File: config.mk
export PLATFORM = sky130hd
export DESIGN_NAME = p4_router_top
export DESIGN_NICKNAME = d
export VERILOG_FILES = /design/src/p4_router_pkg.sv /design/src/ingress_port_mapper.sv /design/src/ipv4_checksum_verify.sv /design/src/ipv4_route_update.sv /design/src/egress_port_demapper.sv /design/src/p4_router_top.sv
export SDC_FILE = /design/constraint.sdc
export NUM_CORES = 1
export LEC_CHECK = 0
export BUFFER_PORTS_ARGS = -buffer_cell sky130_fd_sc_hd__buf_2
export CAP_MARGIN = 30
export CORE_ASPECT_RATIO = 0.8
export CORE_MARGIN = 2
export CORE_UTILIZATION = 31
export DETAILED_ROUTE_END_ITERATION = 10
export HOLD_SLACK_MARGIN = 0.03
export PLACE_DENSITY = 0.53
export SLEW_MARGIN = 15
export SYNTH_ARGS = -nofsm -noshare
export SYNTH_HDL_FRONTEND = slang
export SYNTH_SLANG_ARGS = --single-unit
export TNS_END_PERCENT = 20
File: constraint.sdc
create_clock -name packet_data_in -period 21.3 [get_ports packet_data_in]
set_input_delay 1.065 -clock packet_data_in [delete_from_list [all_inputs] [get_ports packet_data_in]]
set_output_delay 1.065 -clock packet_data_in [all_outputs]
set_load 0.05 [all_outputs]
File: src/p4_router_pkg.sv
// Shared types, port-id constants and port translation for the IPv4 router datapath
// Referenced by scoped names from every stage

package p4_router_pkg;

    ////////////////////
    // Basic types

    typedef logic [7:0]  rtl_port_t;
    typedef logic [7:0]  p4_port_t;
    typedef logic [15:0] checksum_t;
    typedef logic [31:0] ipv4_addr_t;
    typedef logic [1:0]  drop_reason_t;

    // Wire order, first field in the top bits
    typedef struct packed {
        logic [7:0]  version_ihl;
        logic [7:0]  tos;
        logic [15:0] total_length;
        logic [15:0] identification;
        logic [15:0] flags_fragment;
        logic [7:0]  ttl;
        logic [7:0]  protocol;
        checksum_t   header_checksum;
        ipv4_addr_t  src_addr;
        ipv4_addr_t  dst_addr;
    } ipv4_header_t;

    typedef struct packed {
        ipv4_header_t header;
        p4_port_t     ingress_id;
        p4_port_t     egress_id;
        logic         chk_good;
        logic         ttl_expired;
    } route_stage_t;

    ////////////////////
    // Drop codes, listed by priority

    localparam drop_reason_t DROP_NONE         = 2'd0;
    localparam drop_reason_t DROP_BAD_CHECKSUM = 2'd1;
    localparam drop_reason_t DROP_TTL_EXPIRED  = 2'd2;
    localparam drop_reason_t DROP_NO_ROUTE     = 2'd3;

    ////////////////////
    // Pipeline port ids

    localparam p4_port_t P4_CPU     = 8'h00;
    localparam p4_port_t P4_HDR0    = 8'h10;
    localparam p4_port_t P4_HDR1    = 8'h11;
    localparam p4_port_t P4_OISL0   = 8'h20;
    localparam p4_port_t P4_OISL1   = 8'h21;
    localparam p4_port_t P4_ECP0    = 8'h30;
    localparam p4_port_t P4_ECP1    = 8'h31;
    localparam p4_port_t P4_ECG0    = 8'h40;
    localparam p4_port_t P4_ECG1    = 8'h41;
    localparam p4_port_t P4_ECG2    = 8'h42;
    localparam p4_port_t P4_ECG3    = 8'h43;
    localparam p4_port_t P4_UNKNOWN = 8'hFF;

    // RTL indices that a p4 id can demap to
    localparam rtl_port_t RTL_CPU       = 8'd0;
    localparam rtl_port_t RTL_OISL0_D0  = 8'd1;
    localparam rtl_port_t RTL_OISL1_D0  = 8'd3;
    localparam rtl_port_t RTL_ECP0      = 8'd5;
    localparam rtl_port_t RTL_ECP1      = 8'd6;
    localparam rtl_port_t RTL_HDR0      = 8'd7;
    localparam rtl_port_t RTL_HDR1      = 8'd8;
    localparam rtl_port_t RTL_ECG0      = 8'd9;
    localparam rtl_port_t RTL_ECG1      = 8'd10;
    localparam rtl_port_t RTL_ECG2      = 8'd11;
    localparam rtl_port_t RTL_ECG3      = 8'd12;
    localparam rtl_port_t RTL_NUM_PORTS = 8'd13;
    localparam rtl_port_t RTL_UNKNOWN   = 8'hFF;

    // Indexed by RTL port, both OISL lanes share one id
    localparam p4_port_t PORT_MAP_TABLE [13] = '{
        P4_CPU, P4_OISL0, P4_OISL0, P4_OISL1, P4_OISL1, P4_ECP0, P4_ECP1,
        P4_HDR0, P4_HDR1, P4_ECG0, P4_ECG1, P4_ECG2, P4_ECG3
    };

    ////////////////////
    // Functions

    function automatic p4_port_t port_map(input rtl_port_t idx);
        p4_port_t id;
        id = P4_UNKNOWN;
        if (idx < RTL_NUM_PORTS) begin
            id = PORT_MAP_TABLE[idx[3:0]];
        end
        return id;
    endfunction

    function automatic rtl_port_t port_demap(input p4_port_t id);
        rtl_port_t idx;
        case (id)
            P4_CPU   : idx = RTL_CPU;
            P4_OISL0 : idx = RTL_OISL0_D0;
            P4_OISL1 : idx = RTL_OISL1_D0;
            P4_ECP0  : idx = RTL_ECP0;
            P4_ECP1  : idx = RTL_ECP1;
            P4_HDR0  : idx = RTL_HDR0;
            P4_HDR1  : idx = RTL_HDR1;
            P4_ECG0  : idx = RTL_ECG0;
            P4_ECG1  : idx = RTL_ECG1;
            P4_ECG2  : idx = RTL_ECG2;
            P4_ECG3  : idx = RTL_ECG3;
            default  : idx = RTL_UNKNOWN;
        endcase
        return idx;
    endfunction

    // Ones' complement add with end-around carry
    function automatic checksum_t ones_add(input checksum_t a, input checksum_t b);
        logic [16:0] sum;
        sum = {1'b0, a} + {1'b0, b};
        return sum[15:0] + {15'd0, sum[16]};
    endfunction

endpackage

File: src/ingress_port_mapper.sv
// Input stage: registers each arriving header and maps the RTL ingress index
// to the pipeline port id

`timescale 1ns/1ps

module ingress_port_mapper (
    input  logic                        packet_data_in,
    input  logic                        rst_n,

    input  logic                        in_valid,
    input  p4_router_pkg::ipv4_header_t in_header,
    input  p4_router_pkg::rtl_port_t    in_port,

    output logic                        map_valid,
    output p4_router_pkg::ipv4_header_t map_header,
    output p4_router_pkg::p4_port_t     map_ingress_id
);

    p4_router_pkg::p4_port_t ingress_id;

    // Out of range indices become 0xFF and ride along
    assign ingress_id = p4_router_pkg::port_map(in_port);

    ////////////////////
    // Stage register

    always_ff @(posedge packet_data_in or negedge rst_n) begin
        if (!rst_n) begin
            map_valid <= 1'b0;
        end else begin
            map_valid <= in_valid;
        end
    end

    always_ff @(posedge packet_data_in) begin
        if (in_valid) begin
            map_header     <= in_header;
            map_ingress_id <= ingress_id;
        end
    end

endmodule

File: src/ipv4_checksum_verify.sv
// Header checksum check: ones' complement sum of the ten header words,
// good when the folded sum is all ones

`timescale 1ns/1ps

module ipv4_checksum_verify (
    input  logic                        packet_data_in,
    input  logic                        rst_n,

    input  logic                        map_valid,
    input  p4_router_pkg::ipv4_header_t map_header,
    input  p4_router_pkg::p4_port_t     map_ingress_id,

    output logic                        chk_valid,
    output p4_router_pkg::ipv4_header_t chk_header,
    output p4_router_pkg::p4_port_t     chk_ingress_id,
    output logic                        chk_good
);

    p4_router_pkg::checksum_t header_sum;

    // Walk the header from the first word on the wire
    always_comb begin
        logic [159:0] hdr_bits;
        hdr_bits   = map_header;
        header_sum = '0;
        for (int i = 0; i < 10; i++) begin
            header_sum = p4_router_pkg::ones_add(header_sum, hdr_bits[159 - 16*i -: 16]);
        end
    end

    ////////////////////
    // Stage register

    always_ff @(posedge packet_data_in or negedge rst_n) begin
        if (!rst_n) begin
            chk_valid <= 1'b0;
        end else begin
            chk_valid <= map_valid;
        end
    end

    always_ff @(posedge packet_data_in) begin
        if (map_valid) begin
            chk_header     <= map_header;
            chk_ingress_id <= map_ingress_id;
            chk_good       <= (header_sum == 16'hFFFF);
        end
    end

endmodule

File: src/ipv4_route_update.sv
// Route lookup and TTL update stage; holds the software-written route table
// and rewrites TTL and checksum for headers that will be forwarded

`timescale 1ns/1ps

module ipv4_route_update #(
    parameter int ROUTE_ENTRIES = 16
) (
    input  logic                             packet_data_in,
    input  logic                             rst_n,

    // Route table write port
    input  logic                             route_wr,
    input  logic [$clog2(ROUTE_ENTRIES)-1:0] route_index,
    input  p4_router_pkg::p4_port_t          route_port,

    input  logic                             chk_valid,
    input  p4_router_pkg::ipv4_header_t      chk_header,
    input  p4_router_pkg::p4_port_t          chk_ingress_id,
    input  logic                             chk_good,

    output logic                             rt_valid,
    output p4_router_pkg::route_stage_t      rt_stage
);

    localparam int IDX_W = $clog2(ROUTE_ENTRIES);

    p4_router_pkg::p4_port_t      route_table [ROUTE_ENTRIES];
    p4_router_pkg::p4_port_t      egress_id;
    p4_router_pkg::ipv4_header_t  header_next;
    p4_router_pkg::checksum_t     new_checksum;
    logic [7:0]                   new_ttl;
    logic                         ttl_expired;
    logic                         will_forward;

    ////////////////////
    // Route table

    always_ff @(posedge packet_data_in or negedge rst_n) begin
        if (!rst_n) begin
            for (int i = 0; i < ROUTE_ENTRIES; i++) begin
                route_table[i] <= p4_router_pkg::P4_UNKNOWN;
            end
        end else if (route_wr) begin
            route_table[route_index] <= route_port;
        end
    end

    // A write lands at the edge, so a lookup in the same cycle sees the old entry
    assign egress_id = route_table[chk_header.dst_addr[IDX_W-1:0]];

    ////////////////////
    // TTL and incremental checksum

    assign ttl_expired  = (chk_header.ttl <= 8'd1);
    assign new_ttl      = chk_header.ttl - 8'd1;
    assign will_forward = chk_good && !ttl_expired &&
                          (p4_router_pkg::port_demap(egress_id) != p4_router_pkg::RTL_UNKNOWN);

    // HC' = ~(~HC + ~m + m'), m being the TTL/protocol word
    assign new_checksum = ~p4_router_pkg::ones_add(
        p4_router_pkg::ones_add(~chk_header.header_checksum,
                                ~{chk_header.ttl, chk_header.protocol}),
        {new_ttl, chk_header.protocol});

    always_comb begin
        header_next = chk_header;
        // Drops keep the header as it arrived
        if (will_forward) begin
            header_next.ttl             = new_ttl;
            header_next.header_checksum = new_checksum;
        end
    end

    ////////////////////
    // Stage register

    always_ff @(posedge packet_data_in or negedge rst_n) begin
        if (!rst_n) begin
            rt_valid <= 1'b0;
        end else begin
            rt_valid <= chk_valid;
        end
    end

    always_ff @(posedge packet_data_in) begin
        if (chk_valid) begin
            rt_stage.header      <= header_next;
            rt_stage.ingress_id  <= chk_ingress_id;
            rt_stage.egress_id   <= egress_id;
            rt_stage.chk_good    <= chk_good;
            rt_stage.ttl_expired <= ttl_expired;
        end
    end

endmodule

File: src/egress_port_demapper.sv
// Output stage: demaps port ids back to RTL indices and either forwards
// the header or reports a drop with its reason

`timescale 1ns/1ps

module egress_port_demapper (
    input  logic                         packet_data_in,
    input  logic                         rst_n,

    input  logic                         rt_valid,
    input  p4_router_pkg::route_stage_t  rt_stage,

    output logic                         out_valid,
    output p4_router_pkg::ipv4_header_t  out_header,
    output p4_router_pkg::rtl_port_t     out_ingress_port,
    output p4_router_pkg::rtl_port_t     out_egress_port,
    output logic                         drop_valid,
    output p4_router_pkg::drop_reason_t  drop_reason
);

    p4_router_pkg::rtl_port_t     ingress_port;
    p4_router_pkg::rtl_port_t     egress_port;
    p4_router_pkg::drop_reason_t  reason;

    assign ingress_port = p4_router_pkg::port_demap(rt_stage.ingress_id);
    assign egress_port  = p4_router_pkg::port_demap(rt_stage.egress_id);

    // Checksum first, then TTL, then route
    always_comb begin
        if (!rt_stage.chk_good) begin
            reason = p4_router_pkg::DROP_BAD_CHECKSUM;
        end else if (rt_stage.ttl_expired) begin
            reason = p4_router_pkg::DROP_TTL_EXPIRED;
        end else if (egress_port == p4_router_pkg::RTL_UNKNOWN) begin
            reason = p4_router_pkg::DROP_NO_ROUTE;
        end else begin
            reason = p4_router_pkg::DROP_NONE;
        end
    end

    ////////////////////
    // Output register

    always_ff @(posedge packet_data_in or negedge rst_n) begin
        if (!rst_n) begin
            out_valid   <= 1'b0;
            drop_valid  <= 1'b0;
            drop_reason <= p4_router_pkg::DROP_NONE;
        end else begin
            out_valid   <= rt_valid && (reason == p4_router_pkg::DROP_NONE);
            drop_valid  <= rt_valid && (reason != p4_router_pkg::DROP_NONE);
            drop_reason <= reason;
        end
    end

    // Header and ports go out with drops as well
    always_ff @(posedge packet_data_in) begin
        if (rt_valid) begin
            out_header       <= rt_stage.header;
            out_ingress_port <= ingress_port;
            out_egress_port  <= egress_port;
        end
    end

endmodule

File: src/p4_router_top.sv
// Top level of the IPv4 forwarding datapath; chains map, verify, route and
// demap stages for four cycles of latency

`timescale 1ns/1ps

module p4_router_top #(
    parameter int ROUTE_ENTRIES = 16
) (
    input  logic                             packet_data_in,
    input  logic                             rst_n,

    input  logic                             in_valid,
    input  p4_router_pkg::ipv4_header_t      in_header,
    input  p4_router_pkg::rtl_port_t         in_port,

    input  logic                             route_wr,
    input  logic [$clog2(ROUTE_ENTRIES)-1:0] route_index,
    input  p4_router_pkg::p4_port_t          route_port,

    output logic                             out_valid,
    output p4_router_pkg::ipv4_header_t      out_header,
    output p4_router_pkg::rtl_port_t         out_ingress_port,
    output p4_router_pkg::rtl_port_t         out_egress_port,
    output logic                             drop_valid,
    output p4_router_pkg::drop_reason_t      drop_reason
);

    logic                         map_valid;
    p4_router_pkg::ipv4_header_t  map_header;
    p4_router_pkg::p4_port_t      map_ingress_id;
    logic                         chk_valid;
    p4_router_pkg::ipv4_header_t  chk_header;
    p4_router_pkg::p4_port_t      chk_ingress_id;
    logic                         chk_good;
    logic                         rt_valid;
    p4_router_pkg::route_stage_t  rt_stage;

    ingress_port_mapper i_ingress_port_mapper (
        .packet_data_in ( packet_data_in ),
        .rst_n          ( rst_n          ),
        .in_valid       ( in_valid       ),
        .in_header      ( in_header      ),
        .in_port        ( in_port        ),
        .map_valid      ( map_valid      ),
        .map_header     ( map_header     ),
        .map_ingress_id ( map_ingress_id )
    );

    ipv4_checksum_verify i_ipv4_checksum_verify (
        .packet_data_in ( packet_data_in ),
        .rst_n          ( rst_n          ),
        .map_valid      ( map_valid      ),
        .map_header     ( map_header     ),
        .map_ingress_id ( map_ingress_id ),
        .chk_valid      ( chk_valid      ),
        .chk_header     ( chk_header     ),
        .chk_ingress_id ( chk_ingress_id ),
        .chk_good       ( chk_good       )
    );

    ipv4_route_update #(
        .ROUTE_ENTRIES ( ROUTE_ENTRIES )
    ) i_ipv4_route_update (
        .packet_data_in ( packet_data_in ),
        .rst_n          ( rst_n          ),
        .route_wr       ( route_wr       ),
        .route_index    ( route_index    ),
        .route_port     ( route_port     ),
        .chk_valid      ( chk_valid      ),
        .chk_header     ( chk_header     ),
        .chk_ingress_id ( chk_ingress_id ),
        .chk_good       ( chk_good       ),
        .rt_valid       ( rt_valid       ),
        .rt_stage       ( rt_stage       )
    );

    egress_port_demapper i_egress_port_demapper (
        .packet_data_in   ( packet_data_in   ),
        .rst_n            ( rst_n            ),
        .rt_valid         ( rt_valid         ),
        .rt_stage         ( rt_stage         ),
        .out_valid        ( out_valid        ),
        .out_header       ( out_header       ),
        .out_ingress_port ( out_ingress_port ),
        .out_egress_port  ( out_egress_port  ),
        .drop_valid       ( drop_valid       ),
        .drop_reason      ( drop_reason      )
    );

endmodule

==> flow_metrics.env, run 1 <==
export IMPL_outcome="complete, but fails checks"
export IMPL_violations="negative setup slack"
export IMPL_drt_wl_total_um=96800
export IMPL_final_setup_skew_ns=0.0264
export IMPL_gr_total_overflow=0
export IMPL_synthTopCellsByCount="edfxtp_1, ha_1, xnor2_1"
export IMPL_root_buffer="clkbuf_16"
export IMPL_fmax_mhz=44.9
export IMPL_yosys_area_top_type_share_pct=53.7
export IMPL_insertion_delay_ns=0.69
export IMPL_ctsHoldBuffers=0
export IMPL_crit_reg2reg_launch="i_ingress_port_mapper.map_header[144]"
export IMPL_startpoint="i_ingress_port_mapper.map_header[144]"
export IMPL_endpoint="i_ipv4_checksum_verify.chk_good"
export IMPL_path_class="reg -> reg"
export IMPL_dr_pass1_iters=5
export IMPL_critPathTopFamily="compound AO/OA/AOI/OAI gates"
export IMPL_yosys_top_cells_area="edfxtp_1, dfstp_2, ha_1"
export IMPL_worst_pin_slew_ns=0.948
export IMPL_reg2reg_depth=131
export IMPL_yosys_warnings=0
export IMPL_cts_tree="done"
export IMPL_synth_top_area_cell="edfxtp_1"
export IMPL_path_depth=131
export IMPL_coreArea_um2=121000
export IMPL_die_y_um=317
export IMPL_clock_sinks=814
export IMPL_synth_flop_cell="edfxtp_1"
export IMPL_gp_congestion=0.834
export IMPL_vias=24200
export IMPL_ant_nets=0
export IMPL_fin_cells=5262
export IMPL_drive_above_1_share_pct=39.0
export IMPL_hold_viol=0
export IMPL_syn_num_nets=3049
export IMPL_gr_usage_all_layers_pct=15.2
export IMPL_crit_buf_inv=1
export IMPL_maxSlewViolCount=0
export IMPL_grt_pass1_wl_um=144000
export IMPL_synth_xor_xnor_area_share_pct=6.45
export IMPL_synth_most_common_cell="edfxtp_1"
export IMPL_die_w_um=395
export IMPL_synthCells=2651
export IMPL_avgSynthCellArea_um2=14.3
export IMPL_portBuffers=363
export IMPL_synthSimpleGateAreaFrac_pct=7.68
export IMPL_cp_slowest_cell="or4_4"
export IMPL_clkTransAtPathRegs_ns=0.06
export IMPL_synthArstFlopShare_pct=16.6
export IMPL_finalCritPeriodShare_pct=105
export IMPL_cts_made_buffers=87
export IMPL_wl_per_cell_um=18.4
export IMPL_clock_path_buffers=3
export IMPL_synthAdderAreaFrac_pct=7.29
export IMPL_rows=114
export IMPL_nets=3959
export IMPL_critPathMaxFanout=4
export IMPL_setup_viol=1
export IMPL_synth_compound_area_share_pct=8.14
export IMPL_seq_area_frac_synth_pct=63.0
export IMPL_synth_mux_area_share_pct=6.00
export IMPL_grt_setup_unrepaired="true"
export IMPL_synth_seq_cells=814
export IMPL_end_kind="flop"
export IMPL_critical_path_max_stage_delay_ns=0.55
export IMPL_crit_required_ns=21.78
export IMPL_drc=0
export IMPL_postLayoutCoreUtil_pct=40.2
export IMPL_fin_crit_ns=22.29
export IMPL_grt_max_degree=86
export IMPL_vias_per_cell=4.60
export IMPL_drt_iter0_markers=1250
export IMPL_synth_top_family_by_area="compound AO/OA/AOI/OAI gates"
export IMPL_postLayoutCellArea_um2=48800
export IMPL_maxCapViolations=0
export IMPL_dp_hpwl_um=72400
export IMPL_synthToLayoutAreaGrowth_pct=28.5
export IMPL_whs_ns=0.364
export IMPL_start_util_pct=31.3
export IMPL_slew_headroom_pct=36.6
export IMPL_r2r_setup_slack_ns=-0.99
export IMPL_regToRegEndpoint="i_ipv4_checksum_verify.chk_good"
export IMPL_start_kind="flop"
export IMPL_netlist_area_um2=38000
export IMPL_grt_antenna_before_repair=20
export IMPL_dpl_cell_area_um2=45400
export IMPL_nFillCells=11500
export IMPL_dp_cells=5066
export IMPL_arrival_ns=22.77
export IMPL_grt_pass1_vias=23800
export IMPL_cpMostUsedCell="ha_2"
export IMPL_worstHoldPathType="in -> async"
export IMPL_fin_ws_ns=-0.988
export IMPL_ys_types=94
export IMPL_cts_max_level=3
export IMPL_synth_edff_count=679
export IMPL_pin_count=364
export IMPL_fp_dieArea_um2=125000
-- final cells by class --
cell class / instances / area [um^2] / share of cell area (%)
Clock inverter: 55 / 543 / 1.11
Sequential cell: 814 / 23900 / 49.1
Tap cell: 1624 / 2030 / 4.16
Multi-Input combinational cell: 1703 / 14000 / 28.6
Inverter: 90 / 338 / 0.692
Timing Repair Buffer: 865 / 5640 / 11.6
Clock buffer: 105 / 2320 / 4.76
Antenna cell: 6 / 15.0 / 0.0308
-- kinds of logic after synthesis --
kind of cell	after synthesis
DFF	814
xor gates and xnor gates	275
AOI/OAI and AO/OA	463
adders and majority gates	215
buffers and inverters	134
and+or+nand+nor	580
muxes	170
-- timing repair --
item                       4_1_cts  5_1_grt
setup endpoints to repair        1        1
pin swaps                       58        4
resized for setup               40       12
buffers inserted                28        0
hold endpoints to repair         0        0
-- layout by cell type, fill, tap and decap left out, types with 56 or more instances in the layout --
master     instances
a21o_1            56
a21oi_1           97
buf_2            361
buf_4            499
clkbuf_16         90
dfstp_2          128
edfxtp_1         679
ha_1             184
inv_1             89
mux2_2           132
nand2_1          137
nand3_1           60
nor2_1           137
o21ai_0           65
xnor2_1          190
xor2_1            80
-- worst min path at each step --
stage / slack, ns / start / cells after the start / to
detailed placement: 0.40 / i_ipv4_route_update.rt_stage[131] / 0 / i_egress_port_demapper.out_header[113]
floorplan: 0.40 / i_ipv4_route_update.rt_stage[18] / 0 / i_egress_port_demapper.out_header[0]
finish: 0.36 / rst_n / 1 / i_ipv4_route_update.rt_valid
global route: 0.35 / rst_n / 1 / i_ipv4_route_update.rt_valid
global placement: 0.40 / i_ipv4_checksum_verify.chk_header[116] / 0 / i_ipv4_route_update.rt_stage[134]
CTS: 0.40 / i_ipv4_route_update.rt_stage[71] / 0 / i_egress_port_demapper.out_header[53]
-- registers in the layout (all words and copies together) (netlist names) --
signal and count:
i_ipv4_route_update.rt_stage 176, i_ingress_port_mapper.map_valid 1, i_egress_port_demapper.out_valid 1, i_ipv4_route_update.route_table 128, i_ipv4_checksum_verify.chk_header 160, i_ipv4_checksum_verify.chk_good 1, i_ipv4_checksum_verify.chk_ingress_id 6, i_egress_port_demapper.out_header 160
i_ingress_port_mapper.map_ingress_id 6, i_ipv4_checksum_verify.chk_valid 1, i_egress_port_demapper.out_ingress_port 5, i_egress_port_demapper.drop_valid 1, i_ingress_port_mapper.map_header 160, i_ipv4_route_update.rt_valid 1, i_egress_port_demapper.out_egress_port 5, i_egress_port_demapper.drop_reason 2
-- stage by stage --
stage	setup slack, ns	TNS, ns
floorplan	0.00694	0
CTS	-0.856	-0.856
global route	-2.64	-2.64
detailed placement	-1.57	-1.57
global placement	-1.08	-1.08
finish	-0.988	-0.988
-- metal layers --
layer	up-vias	wire, um	global-route usage (%)
li1	11900	-	-
met1	11700	47900	22.3
met2	400	43200	23.1
met3	139	3800	2.69
met4	2	2000	4.00
met5	-	13	0
Power of run 1 is not shown: default switching activity piles up to over one toggle a cycle in this logic, so the estimate is an artifact.
==> run 2: changes to the inputs <==
Settings changed: PLACE_DENSITY 0.53 to default.
==> flow_metrics.env, run 2 (synthesis gave the netlist of run 1 again) <==
export IMPL_gr_total_overflow=0
export IMPL_dp_slack_ns=-1.36
export IMPL_crit_reg2reg_launch="i_ingress_port_mapper.map_header[144]"
export IMPL_vias_per_cell=4.66
export IMPL_postLayoutCellArea_um2=48800
export IMPL_fin_cells=5238
export IMPL_drt_wl_total_um=96400
export IMPL_crit_required_ns=21.80
export IMPL_grt_antenna_before_repair=21
export IMPL_nFillCells=11400
export IMPL_whs_ns=0.199
export IMPL_grt_setup_unrepaired="true"
export IMPL_layout_commonest_cell="edfxtp_1"
export IMPL_vias=24400
export IMPL_drc=0
export IMPL_ant_nets=0
export IMPL_critPathMaxFanout=4
export IMPL_fmax_mhz=45.0
export IMPL_r2r_setup_slack_ns=-0.91
export IMPL_maxSlewViolCount=0
export IMPL_violations="negative setup slack"
export IMPL_start_kind="flop"
export IMPL_die_y_um=317
export IMPL_cp_slowest_cell="or4_4"
export IMPL_rows=114
export IMPL_portBuffers=363
export IMPL_nets=3938
export IMPL_worstHoldPathType="in -> async"
export IMPL_cts_tree="done"
export IMPL_drive_above_1_share_pct=38.8
export IMPL_maxCapViolations=0
export IMPL_top_register="i_ipv4_route_update.rt_stage"
export IMPL_coreArea_um2=121000
export IMPL_insertion_delay_ns=0.72
export IMPL_layout_common_cells="edfxtp_1, buf_4, buf_2, xnor2_1, ha_1"
export IMPL_fin_ws_ns=-0.913
export IMPL_fin_crit_ns=22.21
export IMPL_multi_input_area_um2=14000
export IMPL_regToRegEndpoint="i_ipv4_checksum_verify.chk_good"
export IMPL_worst_pin_slew_ns=0.972
export IMPL_hold_viol=0
export IMPL_dpl_cell_area_um2=45300
export IMPL_clkTransAtPathRegs_ns=0.07
export IMPL_dp_hpwl_um=71200
export IMPL_gr_usage_all_layers_pct=15.0
export IMPL_pin_count=364
export IMPL_finalCritPeriodShare_pct=104
export IMPL_clock_sinks=814
export IMPL_outcome="complete, but fails checks"
export IMPL_cts_max_level=3
export IMPL_root_buffer="clkbuf_16"
export IMPL_drt_iter0_markers=1376
export IMPL_end_kind="flop"
export IMPL_dp_cells=5049
export IMPL_grt_pass1_vias=23700
export IMPL_register_area_um2=23900
export IMPL_dr_pass1_iters=5
export IMPL_largest_reg_flops=176
export IMPL_die_w_um=395
export IMPL_setup_viol=1
export IMPL_start_util_pct=31.3
export IMPL_final_setup_skew_ns=0.0577
export IMPL_ctsHoldBuffers=0
export IMPL_cts_made_buffers=83
export IMPL_grt_max_degree=111
export IMPL_path_class="reg -> reg"
export IMPL_cpMostUsedCell="ha_2"
export IMPL_arrival_ns=22.71
export IMPL_reg2reg_depth=128
export IMPL_synthToLayoutAreaGrowth_pct=28.4
export IMPL_clock_path_buffers=3
export IMPL_wl_per_cell_um=18.4
export IMPL_grt_pass1_wl_um=142000
export IMPL_slew_headroom_pct=35.2
export IMPL_fp_dieArea_um2=125000
export IMPL_critical_path_max_stage_delay_ns=0.51
export IMPL_gp_congestion=0.876
run 2: worst max-delay path by stage:
stage	startpoint	endpoint	slack, ns	depth (start not counted)
after floorplan	i_ingress_port_mapper.map_header[128]	i_ipv4_checksum_verify.chk_good	0.007	132
after global placement	i_ingress_port_mapper.map_header[128]	i_ipv4_checksum_verify.chk_good	-0.98	126
after detailed placement	i_ingress_port_mapper.map_header[128]	i_ipv4_checksum_verify.chk_good	-1.36	124
after CTS	i_ingress_port_mapper.map_header[128]	i_ipv4_checksum_verify.chk_good	-0.65	133
after global routing	i_ingress_port_mapper.map_header[144]	i_ipv4_checksum_verify.chk_good	-2.46	133
final	i_ingress_port_mapper.map_header[144]	i_ipv4_checksum_verify.chk_good	-0.91	128
run 2: per-layer routing:
metal / up-vias / global-route usage (%) / share of wire, %
li1: 11800 / - / -
met1: 11900 / 21.3 / 48
met2: 480 / 23.1 / 45
met3: 151 / 2.90 / 4.4
met4: 2 / 4.71 / 2.4
met5: - / 0 / 0.013
run 2: cell type report:
| cell class | instances | area share [%] |
|---|---|---|
| tap | 1624 | 4.17 |
| clock buffer | 96 | 4.44 |
| timing repair buffer | 848 | 11.4 |
| antenna | 7 | 0.0359 |
| sequential | 814 | 49.1 |
| multi-input combinational | 1703 | 28.7 |
| clock inverter | 56 | 1.46 |
| inverter | 90 | 0.693 |
run 2: per-stage QoR:
stage	util (%)	TNS (ns)
detailed placement	37.3	-1.36
floorplan	-	0
finish	40.2	-0.913
global route	40.2	-2.46
global placement	37.3	-0.980
CTS	39.9	-0.652
run 2: repair_timing:
action                     4_1_cts  5_1_grt
setup endpoints to repair        1        1
buffers inserted                16        9
pin swaps                       52       42
resized for setup               30       26
run 2: worst max-delay path, delay by kind of cell (launching register included):
kind	cells	cell delay, ns
AO/OA/AOI/OAI	58	9.84
adder cells (fa/ha/maj)	24	5.61
AND/OR/NAND/NOR	38	5.28
XOR/XNOR	6	0.68
flip-flops	1	0.35
multiplexers	1	0.19
buffers and inverters	1	0.05
Power of run 2 is left out for the same reason.
==> run 3: changes to the inputs <==
Settings changed: BUFFER_PORTS_ARGS -buffer_cell sky130_fd_sc_hd__buf_2 to -buffer_cell sky130_fd_sc_hd__buf_4.
==> flow_metrics.env, run 3 (synthesis gave the netlist of run 1 again) <==
export IMPL_drt_iter0_markers=1431
export IMPL_drc=0
export IMPL_grt_pass1_vias=24300
export IMPL_final_setup_skew_ns=0.0410
export IMPL_register_area_um2=23900
export IMPL_wl_per_cell_um=18.5
export IMPL_vias=24500
export IMPL_ant_nets=0
export IMPL_gr_total_overflow=0
export IMPL_outcome="complete, but fails checks"
export IMPL_fmax_mhz=45.1
export IMPL_insertion_delay_ns=0.71
export IMPL_crit_required_ns=21.82
export IMPL_pin_count=364
export IMPL_cts_max_level=3
export IMPL_setup_viol=1
export IMPL_endpoint="i_ipv4_checksum_verify.chk_good"
export IMPL_clkTransAtPathRegs_ns=0.06
export IMPL_root_buffer="clkbuf_16"
export IMPL_clock_sinks=814
export IMPL_coreArea_um2=121000
export IMPL_clock_path_buffers=3
export IMPL_path_class="reg -> reg"
export IMPL_vias_per_cell=4.65
export IMPL_maxCapViolations=0
export IMPL_violations="negative setup slack"
export IMPL_reg2reg_depth=129
export IMPL_cts_made_buffers=85
export IMPL_portBuffers=363
export IMPL_fin_ws_ns=-0.892
export IMPL_nets=3965
export IMPL_dp_hpwl_um=72400
export IMPL_regToRegEndpoint="i_ipv4_checksum_verify.chk_good"
export IMPL_critPathMaxFanout=4
export IMPL_multi_input_area_um2=14100
export IMPL_rows=114
export IMPL_largest_reg_flops=176
export IMPL_crit_reg2reg_launch="i_ingress_port_mapper.map_header[128]"
export IMPL_worst_pin_slew_ns=1.01
export IMPL_arrival_ns=22.71
export IMPL_r2r_setup_slack_ns=-0.89
export IMPL_gr_usage_all_layers_pct=15.2
export IMPL_grt_max_degree=76
export IMPL_layout_commonest_cell="buf_4"
export IMPL_startpoint="i_ingress_port_mapper.map_header[128]"
export IMPL_nFillCells=11300
export IMPL_finalCritPeriodShare_pct=104
export IMPL_drt_wl_total_um=97400
export IMPL_fin_crit_ns=22.19
export IMPL_fp_dieArea_um2=125000
export IMPL_hold_viol=0
export IMPL_met2_usage_pct=23.9
export IMPL_dr_pass1_iters=5
export IMPL_postLayoutCoreUtil_pct=41.2
export IMPL_slew_headroom_pct=33.0
export IMPL_drive_above_1_share_pct=39.4
export IMPL_top_register="i_ipv4_route_update.rt_stage"
export IMPL_grtUsageMet1_pct=21.8
export IMPL_critical_path_max_stage_delay_ns=0.56
export IMPL_cts_tree="done"
export IMPL_die_y_um=317
export IMPL_cp_slowest_cell="or4_4"
export IMPL_maxSlewViolCount=0
export IMPL_dp_cells=5053
export IMPL_die_w_um=395
export IMPL_grt_antenna_before_repair=9
export IMPL_ctsHoldBuffers=0
export IMPL_start_util_pct=31.3
export IMPL_gp_congestion=0.879
export IMPL_layout_common_cells="buf_4, edfxtp_1, xnor2_1, ha_1"
export IMPL_use_met3_pct=2.67
export IMPL_fin_cells=5269
export IMPL_synthToLayoutAreaGrowth_pct=31.4
export IMPL_end_kind="flop"
export IMPL_grt_setup_unrepaired="true"
export IMPL_worstHoldPathType="in -> async"
export IMPL_grt_pass1_wl_um=146000
export IMPL_start_kind="flop"
export IMPL_busiest_layer="met2"
run 3: cell types whose count changed in the layout (fill, tap and decap cells not counted), sizes merged:
cell      delta
bufinv       -3
inv          +1
clkbuf       +7
clkinvlp     -6
diode        -1
buf         +25
clkinv       +8
run 3: cell type report:
cell class,count,area share (%)
Timing Repair Buffer,873,13.3
Sequential cell,814,48.0
Multi-Input combinational cell,1703,28.3
Inverter,90,0.677
Clock inverter,56,1.30
Tap cell,1624,4.07
Clock buffer,103,4.40
Antenna cell,6,0.0301
run 3: layer usage:
| metal | vias to the layer above | wire length [um] | part of all wire, % |
|---|---|---|---|
| met4 | 0 | 1770 | 1.8 |
| met3 | 107 | 3780 | 3.9 |
| met1 | 12000 | 46900 | 48 |
| met5 | - | 0 | 0 |
| met2 | 451 | 45000 | 46 |
| li1 | 11900 | - | - |
run 3: how the worst min path moves through the flow:
stage	cells past startpoint	to	startpoint	slack [ns]
after floorplan	0	i_egress_port_demapper.out_header[0]	i_ipv4_route_update.rt_stage[18]	0.40
after global placement	0	i_ipv4_route_update.rt_stage[121]	i_ipv4_checksum_verify.chk_header[103]	0.40
after detailed placement	0	i_egress_port_demapper.out_header[110]	i_ipv4_route_update.rt_stage[128]	0.40
after CTS	1	i_ingress_port_mapper.map_valid	rst_n	0.17
after global routing	1	i_ipv4_checksum_verify.chk_valid	rst_n	0.19
final	1	i_ipv4_checksum_verify.chk_valid	rst_n	0.23
run 3: critical path, delay by kind of cell (launching register included):
family	cells	cell delay (ns)
AOI/OAI and AO/OA	62	10.31
xor gates and xnor gates	6	0.74
adders and majority gates	24	5.63
buffers and inverters	1	0.04
DFF	1	0.36
muxes	1	0.19
and+or+nand+nor	35	4.79
run 3: timing repair:
action                     4_1_cts  5_1_grt
gates resized for setup         65       12
pin swaps                      105        7
setup endpoints to repair        1        1
setup buffers                   47        2
run 3: per-stage QoR:
step | setup slack (ns) | TNS (ns) | area (um^2) | hold WS (ns)
floorplan | 0.00694 | 0 | 38200 | 0.400
global placement | -1.03 | -1.03 | 46200 | 0.400
detailed placement | -1.54 | -1.54 | 46200 | 0.405
CTS | -0.695 | -0.695 | 49700 | 0.167
global route | -2.48 | -2.48 | 49900 | 0.193
finish | -0.892 | -0.892 | 49900 | 0.228
Power of run 3 is left out for the same reason.
